**config.mk**
```make
export PLATFORM = sky130hd
export DESIGN_NAME = branch_unit
export DESIGN_NICKNAME = d
export VERILOG_FILES = /design/src/design/isa_pkg.sv /design/src/design/core_pkg.sv /design/src/design/branch_unit.sv
export SDC_FILE = /design/constraint.sdc
export NUM_CORES = 1
export LEC_CHECK = 0
export ABC_CLOCK_PERIOD_IN_PS = 2900
export BUFFER_PORTS_ARGS = -buffer_cell sky130_fd_sc_hd__buf_2
export CAP_MARGIN = 5
export CORE_MARGIN = 4
export CORE_UTILIZATION = 46
export CTS_BUF_LIST = sky130_fd_sc_hd__clkbuf_8
export DETAILED_ROUTE_END_ITERATION = 10
export PLACE_DENSITY = 0.83
export REMOVE_ABC_BUFFERS = 1
export SLEW_MARGIN = 20
export SYNTH_ARGS = -nofsm -noshare
export SYNTH_HDL_FRONTEND = slang
export SYNTH_SLANG_ARGS = --single-unit
export TNS_END_PERCENT = 10
```
**constraint.sdc**
```tcl
create_clock -name clk -period 2.9 [get_ports clk]
set_input_delay 0.87 -clock clk [delete_from_list [all_inputs] [get_ports clk]]
set_output_delay 0.87 -clock clk [all_outputs]
set_load 0.005 [all_outputs]
```
**src/design/isa_pkg.sv**
```systemverilog
package isa_pkg;

    localparam int NUM_REGS = 16;

    typedef logic [15:0] word_t;
    typedef logic [3:0]  reg_addr_t;

    // PC step between instructions, in bytes
    localparam word_t INSTR_BYTES = 16'd2;

    // The register ALU ops share their low 3 bits with alu_op_e
    typedef enum logic [3:0] {
        ADD  = 4'd0,
        SUB  = 4'd1,
        AND  = 4'd2,
        OR   = 4'd3,
        XOR  = 4'd4,
        SLL  = 4'd5,
        SRL  = 4'd6,
        SLT  = 4'd7,
        LI   = 4'd8,
        ADDI = 4'd9,
        BEQ  = 4'd10,
        BNE  = 4'd11,
        JAL  = 4'd12,
        OUT  = 4'd13,
        HALT = 4'd14
    } opcode_e;

    typedef enum logic [2:0] {
        ALU_ADD = 3'd0,
        ALU_SUB = 3'd1,
        ALU_AND = 3'd2,
        ALU_OR  = 3'd3,
        ALU_XOR = 3'd4,
        ALU_SLL = 3'd5,
        ALU_SRL = 3'd6,
        ALU_SLT = 3'd7
    } alu_op_e;

    // BEQ/BNE compare rd with rs1 and take rs2 as a signed offset
    typedef struct packed {
        opcode_e   opcode;
        reg_addr_t rd;
        reg_addr_t rs1;
        reg_addr_t rs2;
    } r_fmt_t;

    typedef struct packed {
        opcode_e           opcode;
        reg_addr_t         rd;
        logic signed [7:0] imm;
    } i_fmt_t;

    typedef union packed {
        r_fmt_t r_fmt;
        i_fmt_t i_fmt;
    } instr_u;

endpackage

```
**src/design/core_pkg.sv**
```systemverilog
package core_pkg;

    import isa_pkg::*;

    typedef logic [15:0] pc_t;

    typedef enum logic [2:0] {
        LOAD,
        FETCH,
        DECODE,
        EXECUTE,
        RETIRE,
        HALTED
    } stage_e;

    typedef enum logic [1:0] {
        BR_NONE,
        BR_EQ,
        BR_NE,
        BR_JAL
    } br_kind_e;

    typedef struct packed {
        alu_op_e   alu_op;
        logic      use_imm;
        logic      load_imm;
        logic      reg_write;
        reg_addr_t rd;
        br_kind_e  branch;
        logic      out_en;
        logic      halt;
        word_t     imm;
    } ctrl_t;

    typedef struct packed {
        logic [7:0] addr;
        word_t      word;
        logic       last;
    } load_t;

    typedef struct packed {
        logic      en;
        reg_addr_t rd;
        word_t     data;
    } reg_wr_t;

    typedef struct packed {
        pc_t  next_pc;
        logic halt;
    } redirect_t;

endpackage

```
**src/design/branch_unit.sv**
```systemverilog
`timescale 1ns/100ps

module branch_unit
    import isa_pkg::*;
    import core_pkg::*;
(
    input  logic  clk,
    input  logic  reset_n,
    input  logic  exec_en,
    input  ctrl_t ctrl,
    input  word_t rs_a,
    input  word_t rs_b,
    input  pc_t   pc,
    output logic  taken,
    output pc_t   target,
    output pc_t   link
);

    logic taken_d;

    always_comb begin
        case (ctrl.branch)
            BR_EQ:   taken_d = (rs_a == rs_b);
            BR_NE:   taken_d = (rs_a != rs_b);
            BR_JAL:  taken_d = 1'b1;
            default: taken_d = 1'b0;
        endcase
    end

    always_ff @(posedge clk) begin
        if (!reset_n) begin
            taken <= 1'b0;
        end else if (exec_en) begin
            taken <= taken_d;
        end
    end

    // Offset counts instructions
    always_ff @(posedge clk) begin
        if (exec_en) begin
            target <= pc + (ctrl.imm << 1);
            link   <= pc + INSTR_BYTES;
        end
    end

endmodule

```
==> reports/metrics.csv, run 1 <==
stage;metric;value;unit
run_status;status;finished, final reports clean;
synth;yosysWarnings;0;
synth;ys.flop_type;edfxtp_1;
floorplan;rows;23;
clock_tree;clkSlewWorstSetupHoldPaths;0.06;ns
layout;seq_area;951;µm²
global_route;antenna_found_initial;0;
clock_tree;cts_buffers;5;
critical_path;end_kind;flip-flop;
floorplan;core_region_area;4140;µm²
layout;fin_util;0.658;
global_route;grt_pass1_vias;1670;
sta;tightest_slew;0.709;ns
synth;synth_cells;185;
sta;fmax;372;MHz
sta;min_period;2.69;ns
global_route;grt_pass1_wl;6870;µm
critical_path;cp_data_arrival_time;2.79;ns
drt;wl_met1;1740;µm
drt;drt_iter0_drc;55;
sta;hold_violations;0;
layout;fill_cells;351;
critical_path;crit_chain;buf_2 -> ha_1 -> fa_1 -> a211oi_2 -> o21bai_1 -> o21ai_0 -> buf_4 -> o21a_1 -> nor2_1 -> a311oi_1;
critical_path;worstSetupPathType;input pin to flip-flop;
placement;gp_congestion;0.910;
sta;setup_tns;0;ns
sta;fin_skew;0;ns
sta;period_share;0.927;
placement;hpwl;3830;µm
critical_path;cp_slowest_cell;fa_1;
synth;yosysTopAreaCellShare;0.456;
drt;vias;1775;
clock_tree;clock-sinks;32;
synth;synth_area;2040;µm²
critical_path;crit_fanout;5;
critical_path;worstPathRequired;3.00;ns
power;power;1290;µW
layout;multi_input_area;1060;µm²
sta;setup_viol;0;
synth;synth_edf_count;31;
sta;grt_setup_unrepaired;false;
drt;avgRoutedWirePerCell;13.8;µm
floorplan;ios;114;
placement;numPortBuffers;100;
power;max-vdd-ir-drop;192;µV
layout;drive_above_1_share;0.386;
synth;synth.area.top_cells;edfxtp_1 46%, xnor2_1 14%, ha_1 9.2%, xor2_1 3.0%, nor2_1 2.8%;
critical_path;worst_setup_path_start_kind;input pin;
clock_tree;clock_latency;0.27;ns
power;p_leak;0.00121;µW
synth;synth.distinct_cells;35;
sta;max_slew_margin;0.528;
drt;drt-total-wl;4760;µm
drt;ant_nets;0;
power;p_per_area;472;nW/µm²
synth;synth_common_cells;33 x xnor2_1, 31 x edfxtp_1, 15 x ha_1, 15 x nor2_1, 12 x nand2_1;
drt;first_pass_iters;4;
clock_tree;postCtsSetupBuffers;0;
layout;synthToLayoutAreaGrowth;33.7;%
sta;maxSlewViolCount;0;
worst_hold_path;hp-class;flip-flop to flip-flop;
synth;ys_seq_area_frac;0.466;
clock_tree;cts_root_buf;clkbuf_8;
job;cap_viol_max_count;0;
floorplan;dieWidth;74.6;µm
clock_tree;htreeDepth;2;
global_route;grt_overflow;0;
synth;synth_top_area_cell;edfxtp_1;
drt;routed_via_density;5.14;
layout;final_area;2730;µm²
global_route;grt_usage;0.165;
critical_path;max_stage_delay;0.44;ns
floorplan;fp.dieH;74.6;µm
synth;syn-mean-instance-area;11.0;µm²
drt;drc;0;
synth;async_reset_ff_frac;0;
layout;antennaDiodeCount;0;
synth;ys_ff_latch;32;
clock_tree;cts_tree;done;
floorplan;initial_utilization;0.492;
floorplan;die-area;5560;µm²
global_route;grt_max_degree;33;
synth;synth_most_common_cell;xnor2_1;
layout;fin_nets;391;
clock_tree;clk_path_buf_depth;2;
drt;met2RoutedLength;2480;µm
placement;place_area;2620;µm²
drt;highest_layer;met4;
drt;wl_met3;469;µm
## placed cells by master, fill, tap and decap left out, types with 2 or more instances in the layout
master and count:
buf_2 100, xnor2_1 33, edfxtp_1 31, nor2_1 15, ha_1 15, nand2_1 12
a21oi_1 11, nand3_1 10, xor2_1 7, clkbuf_8 7, inv_1 6, o21ai_0 6
and3_1 5, nand4_1 5, nor3_1 4, buf_4 4, a211o_1 2, o21a_1 2
a311oi_1 2, nor2b_1 2
## final cells by class
| cell class | count | area share |
|---|---|---|
| clock buffers | 7 | 0.0353 |
| inverters | 5 | 0.00688 |
| well taps | 50 | 0.0229 |
| repair buffers | 104 | 0.195 |
| flip-flops and latches | 32 | 0.349 |
| multi-input cells | 146 | 0.390 |
| clock inverters | 1 | 0.00138 |
## worst paths after layout
path / from / endpoint / slack (ns) / cells past startpoint
setup reg to reg: taken / taken / 2.31 / 2
setup / recovery: ctrl[0] / target[15] / 0.21 / 10
hold / removal: taken / taken / 0.51 / 2
hold reg to reg: taken / taken / 0.51 / 2
## power breakdown
group,switching [µW],total (µW),internal [µW]
Combinational,162,329,167
Clock,155,368,213
Sequential,14.6,591,577
Total,331,1290,956
## logic make-up (layout without fill, tap and decap cells)
kind of cell | after synthesis | count (layout) | share of synthesized area
buffers and inverters | 7 | 117 | 0.0147
muxes | 2 | 2 | 0.0104
and+or+nand+nor | 56 | 56 | 0.131
DFF | 32 | 32 | 0.466
adders and majority gates | 16 | 16 | 0.102
xor gates and xnor gates | 40 | 40 | 0.172
AOI/OAI and AO/OA | 32 | 32 | 0.104
## sequential cells by signal, summed over array words and instances (netlist names)
signal,cells
taken,1
link,15
target,16
## metal layers
| layer | GRT usage | up-vias |
|---|---|---|
| met4 | 0.0593 | 0 |
| met1 | 0.163 | 792 |
| met3 | 0.0514 | 6 |
| met5 | 0 | - |
| li1 | - | 899 |
| met2 | 0.320 | 78 |
## timing repair
| action | CTS | global route |
|---|---|---|
| endpoints found under the setup margin | 0 | 1 |
| resized for setup | 0 | 1 |
| hold buffers | 0 | 0 |
## per-stage QoR
step / std cells / setup slack [ns] / hold slack (ns)
after floorplan: 183 / 0.208 / 0.507
after global placement: 337 / -0.0719 / 0.490
after detailed placement: 337 / -0.0689 / 0.498
after CTS: 345 / 0.208 / 0.514
after global routing: 345 / 0.0393 / 0.541
final: 345 / 0.211 / 0.508
## worst max-delay path: cells and delay by family
kind / cells / cell delay, ns
AND/OR/NAND/NOR: 1 / 0.07
AO/OA/AOI/OAI: 5 / 0.95
adder cells (fa/ha/maj): 2 / 0.67
buffers and inverters: 2 / 0.24
No activity file was read; power rests on OpenSTA's default activity.
==> run 2, diff against run 1 <==
Settings changed: ABC_AREA set to 1, CORE_UTILIZATION 46 to 47.
==> reports/metrics.csv, run 2 <==
stage;metric;value;unit;change
run_status;status;finished, final reports clean;;
drt;drt-total-wl;5040;µm;+5.8%
critical_path;worst_setup_path_start_kind;input pin;;
global_route;grt_max_degree;34;;+3.0%
drt;routed_via_density;4.89;;-4.9%
layout;largest_register_ffs;16;;unchanged
placement;numPortBuffers;100;;unchanged
layout;fill_cells;398;;+13%
synth;synth_top_area_cell;edfxtp_1;;
layout;seq_area;951;µm²;unchanged
critical_path;max_stage_delay;0.41;ns;-0.03 ns
worst_hold_path;hp-class;flip-flop to flip-flop;;
power;power;1330;µW;+3.1%
critical_path;worstPathRequired;2.94;ns;-0.06 ns
critical_path;crit_fanout;3;;-2
placement;hpwl;4110;µm;+7.5%
drt;drt_iter0_drc;72;;+31%
sta;fin_skew;0;ns;unchanged
synth;synth_area;2190;µm²;+7.5%
power;p_leak;0.00149;µW;+23%
layout;final_area;2860;µm²;+4.8%
sta;setup_viol;0;;unchanged
placement;place_area;2750;µm²;+5.0%
floorplan;fp.dieH;76.3;µm;+2.3%
synth;synth_cells;261;;+41%
clock_tree;cts_root_buf;clkbuf_8;;
layout;multi_input_area;1110;µm²;+4.1%
layout;fin_nets;464;;+19%
synth;synth.area.top_cells;edfxtp_1 42%, nand2_1 11%, ha_1 8.6%, xor2_1 7.6%, nor2_1 6.7%;;
sta;grt_setup_unrepaired;false;;
synth;yosysTopAreaCellShare;0.424;;-0.0320
job;cap_viol_max_count;0;;unchanged
sta;max_slew_margin;0.534;;+0.00679
floorplan;ios;114;;unchanged
floorplan;dieWidth;76.3;µm;+2.3%
layout;top_register;target;;
clock_tree;htreeDepth;2;;unchanged
sta;hold-worst-slack;0.452;ns;-0.0558 ns
sta;hold_violations;0;;unchanged
power;max-vdd-ir-drop;193;µV;+0.65%
worst_hold_path;holdPathStages;2;;unchanged
sta;min_period;2.32;ns;-0.366 ns
layout;antennaDiodeCount;0;;unchanged
critical_path;end_kind;flip-flop;;
placement;gp_congestion;0.832;;-8.6%
synth;yosysWarnings;0;;unchanged
critical_path;cp_data_arrival_time;2.36;ns;-0.43 ns
floorplan;core_region_area;4440;µm²;+7.2%
floorplan;die-area;5820;µm²;+4.7%
clock_tree;postCtsHoldBufs;0;;unchanged
global_route;grt_usage;0.174;;+0.00872
synth;ys_seq_area_frac;0.434;;-0.0327
synth;ys.flop_type;edfxtp_1;;
sta;maxSlewViolCount;0;;unchanged
sta;tightest_slew;0.699;ns;-0.0102 ns
global_route;grt_pass1_vias;1998;;+20%
synth;synth.distinct_cells;21;;-40%
drt;avgRoutedWirePerCell;12.0;µm;-13%
layout;reg_top3;target: 16 flops, link: 15 flops, taken: 1 flops;;
synth;ys_ff_latch;32;;unchanged
drt;first_pass_iters;4;;unchanged
global_route;grt_overflow;0;;unchanged
clock_tree;clock_latency;0.27;ns;about the same
critical_path;worst-path-stages;8;;-2
critical_path;cp_slowest_cell;fa_1;;
clock_tree;clkSlewWorstSetupHoldPaths;0.07;ns;about the same
global_route;grt_pass1_wl;8310;µm;+21%
critical_path;worstSetupPathType;input pin to flip-flop;;
clock_tree;cts_buffers;5;;unchanged
power;p_per_area;464;nW/µm²;-1.7%
synth;synth_most_common_cell;nand2_1;;
floorplan;rows;24;;+4.3%
layout;mostFrequentLayoutCells;100 x buf_2, 64 x nand2_1, 39 x nor2_1;;
layout;drive_above_1_share;0.304;;-0.0821
clock_tree;clk_path_buf_depth;2;;unchanged
clock_tree;clock-sinks;32;;unchanged
synth;synth_common_cells;64 x nand2_1, 39 x nor2_1, 33 x inv_1;;
clock_tree;cts-resized-gates;0;;unchanged
sta;fmax;431;MHz;+16%
floorplan;initial_utilization;0.494;;+0.00138
clock_tree;postCtsSetupBuffers;0;;unchanged
critical_path;ff2ff_path_depth;2;;unchanged
synth;syn-mean-instance-area;8.40;µm²;-24%
drt;ant_nets;0;;unchanged
synth;synth_edf_count;31;;unchanged
global_route;antenna_found_initial;0;;unchanged
critical_path;cpLargestDelayFamily;adder cells;;
drt;vias;2055;;+16%
critical_path;crit_chain;buf_2 -> ha_1 -> fa_1 -> nand3_1 -> nand2_1 -> a21oi_1 -> o21ai_1 -> xor2_1;;
sta;period_share;0.801;;-0.126
sta;setup_tns;0;ns;unchanged
clock_tree;cts_tree;done;;
layout;final_common_cell;buf_2;;
layout;synthToLayoutAreaGrowth;30.3;%;
synth;async_reset_ff_frac;0;;unchanged
critical_path;path_buf_inv;1;;-1
drt;drc;0;;unchanged
## run 2: cell types whose count changed in the layout (fill, tap and decap cells not counted), moves of 3 or more
| cell | change |
|---|---|
| a21oi_1 | +6 |
| and3_1 | -5 |
| buf_4 | -4 |
| inv_1 | +27 |
| nand2_1 | +52 |
| nand3_1 | +3 |
| nor2_1 | +24 |
| nor3_1 | -3 |
| o21ai_0 | -3 |
| o21ai_1 | +3 |
| xnor2_1 | -24 |
| xor2_1 | +12 |
## run 2: cell type report
type                    count  share of cell area
flip-flops and latches     32               0.333
multi-input cells         194               0.387
inverters                  34              0.0447
repair buffers            100               0.175
clock buffers               5              0.0241
well taps                  52              0.0228
clock inverters             3              0.0131
## run 2: kinds of logic after synthesis
logic type                 synth area share
adders and majority gates            0.0947
buffers and inverters                0.0616
xor gates and xnor gates              0.112
AOI/OAI and AO/OA                    0.0593
and+or+nand+nor                       0.239
DFF                                   0.434
## run 2: power breakdown
group | total (µW) | internal, µW | switching [µW]
Sequential | 591 | 578 | 13.0
Clock | 410 | 250 | 160
Combinational | 327 | 147 | 180
Total | 1330 | 974 | 353
## run 2: path summary, 6_finish.rpt
kind	endpoint	startpoint	slack (ns)
setup / recovery	target[13]	pc[1]	0.58
hold / removal	taken	taken	0.45
setup reg to reg	taken	taken	2.35
hold reg to reg	taken	taken	0.45
## run 2: through the flow
step                 util  std cells  setup slack, ns
global route        0.643        420            0.520
detailed placement  0.619        412            0.291
CTS                 0.643        420            0.593
floorplan               -        260            0.592
global placement    0.619        412            0.315
finish              0.643        420            0.577
## run 2: metal layers
metal | share of wire | global-route usage | up-vias
li1 | - | - | 1059
met1 | 0.37 | 0.174 | 907
met2 | 0.53 | 0.328 | 77
met3 | 0.070 | 0.0544 | 12
met4 | 0.021 | 0.0761 | 0
met5 | 0 | 0 | -
## run 2: worst reg2reg max path: cells and delay by family (launching register included)
kind             cells  cell delay (ns)
AO/OA/AOI/OAI        1             0.12
flip-flops           1             0.32
AND/OR/NAND/NOR      1             0.05
==> run 3, diff against run 2 <==
Settings changed: ABC_CLOCK_PERIOD_IN_PS 2900 to 2400.
Clock period 2.9 ns to 2.4 ns, I/O delays scaled along.
==> reports/metrics.csv, run 3 (same netlist as run 2, synthesis figures left out) <==
stage;metric;value;unit;change
clock_tree;clkSlewWorstSetupHoldPaths;0.07;ns;about the same
drt;wl_met3;275;µm;-22%
sta;hold_violations;0;;unchanged
layout;fin_nets;467;;+0.65%
placement;numPortBuffers;100;;unchanged
clock_tree;postCtsSetupBuffers;0;;unchanged
sta;grt_setup_unrepaired;false;;
layout;final_area;2850;µm²;-0.26%
drt;highest_layer;met4;;
job;cap_viol_max_count;0;;unchanged
global_route;grt_pass1_wl;8330;µm;+0.25%
layout;mostFrequentLayoutCells;100 x buf_2, 64 x nand2_1, 39 x nor2_1;;
sta;fin_skew;0;ns;unchanged
drt;met2RoutedLength;2790;µm;+3.9%
clock_tree;postCtsHoldBufs;0;;unchanged
clock_tree;cts_tree;done;;
sta;hold-worst-slack;0.455;ns;+0.00232 ns
critical_path;cp_data_arrival_time;2.18;ns;-0.18 ns
floorplan;die-area;5820;µm²;unchanged
sta;setup_tns;0;ns;unchanged
drt;drt-total-wl;5180;µm;+2.9%
sta;fmax;467;MHz;
critical_path;cp_slowest_cell;fa_1;;
layout;final_common_cell;buf_2;;
clock_tree;clock_latency;0.27;ns;about the same
drt;ant_nets;0;;unchanged
clock_tree;clock-sinks;32;;unchanged
global_route;grt_max_degree;34;;unchanged
clock_tree;clk_path_buf_depth;2;;unchanged
global_route;grt_usage;0.176;;+0.00231
power;max-vdd-ir-drop;218;µV;+13%
floorplan;fp.dieH;76.3;µm;unchanged
placement;place_area;2770;µm²;+0.82%
layout;reg_top3;target: 16 flops, link: 15 flops, taken: 1 flops;;
floorplan;rows;24;;unchanged
sta;max_slew_margin;0.530;;-0.00445
clock_tree;cts-resized-gates;0;;unchanged
layout;top_register;target;;
global_route;antenna_found_initial;0;;unchanged
power;p_leak;0.00149;µW;about the same
power;power;1490;µW;+12%
drt;wl_met1;2030;µm;+7.5%
floorplan;initial_utilization;0.494;;unchanged
drt;drc;0;;unchanged
global_route;grt_pass1_vias;2094;;+4.8%
critical_path;end_kind;flip-flop;;
drt;vias;2074;;+0.92%
worst_hold_path;hp-class;flip-flop to flip-flop;;
layout;drive_above_1_share;0.308;;+0.00376
layout;synthToLayoutAreaGrowth;29.9;%;
placement;dpl_worst_slack;-0.0177;ns;-0.309 ns
sta;setup_viol;0;;unchanged
critical_path;worstSetupPathType;input pin to flip-flop;;
sta;fin_ws;0.260;ns;-0.318 ns
clock_tree;cts_root_buf;clkbuf_8;;
sta;period_share;0.892;;
sta;maxSlewViolCount;0;;unchanged
critical_path;cpLargestDelayFamily;adder cells;;
critical_path;crit_fanout;3;;unchanged
clock_tree;htreeDepth;2;;unchanged
drt;routed_via_density;4.91;;+0.45%
floorplan;dieWidth;76.3;µm;unchanged
drt;drt_iter0_drc;70;;-2.8%
floorplan;core_region_area;4440;µm²;unchanged
critical_path;worstPathRequired;2.44;ns;-0.50 ns
run_status;status;finished, final reports clean;;
critical_path;crit_chain;buf_2 -> ha_1 -> fa_1 -> nand3_1 -> nand2_1 -> a21oi_1 -> o21ai_1 -> xor2_1;;
drt;avgRoutedWirePerCell;12.3;µm;+2.4%
layout;largest_register_ffs;16;;unchanged
sta;min_period;2.14;ns;
critical_path;max_stage_delay;0.40;ns;about the same
floorplan;ios;114;;unchanged
layout;antennaDiodeCount;0;;unchanged
sta;tightest_slew;0.705;ns;+0.00668 ns
clock_tree;cts_buffers;5;;unchanged
placement;gp_congestion;0.833;;+0.14%
power;p_per_area;523;nW/µm²;+13%
critical_path;path_buf_inv;1;;unchanged
critical_path;worst_setup_path_start_kind;input pin;;
placement;hpwl;4130;µm;+0.44%
drt;first_pass_iters;4;;unchanged
global_route;grt_overflow;0;;unchanged
-- run 3: cell type report --
type	instances	area, µm²
clock buffer	5	68.8
clock inverter	2	7.51
fill	398	1590
inverter	34	128
multi-input combinational	194	1110
sequential	32	951
tap	52	65.1
timing repair buffer	103	523
-- run 3: metal layers --
metal | up-vias | track usage
li1 | 1064 | -
met1 | 945 | 0.179
met2 | 58 | 0.338
met3 | 7 | 0.0461
met4 | 0 | 0.0707
met5 | - | 0
-- run 3: final timing paths --
check | start | end | slack [ns] | cells after the start
hold reg to reg | taken | taken | 0.45 | 2
hold / removal | taken | taken | 0.45 | 2
setup reg to reg | taken | taken | 1.84 | 2
setup / recovery | ctrl[0] | target[13] | 0.26 | 8
-- run 3: where the power goes --
part,internal (µW),switching (µW)
sequential,699,16.6
combinational,182,216
clock,191,187
-- run 3: worst min-delay path: cells and delay by family (launching register included) --
| family | cells | cell delay, ns |
|---|---|---|
| compound gates | 1 | 0.05 |
| flops | 1 | 0.30 |
| simple gates | 1 | 0.06 |
-- run 3: stage by stage --
| stage | instances | utilization |
|---|---|---|
| global route | 422 | 0.641 |
| global placement | 415 | 0.624 |
| floorplan | 260 | - |
| detailed placement | 415 | 0.624 |
| finish | 422 | 0.641 |
| CTS | 422 | 0.641 |
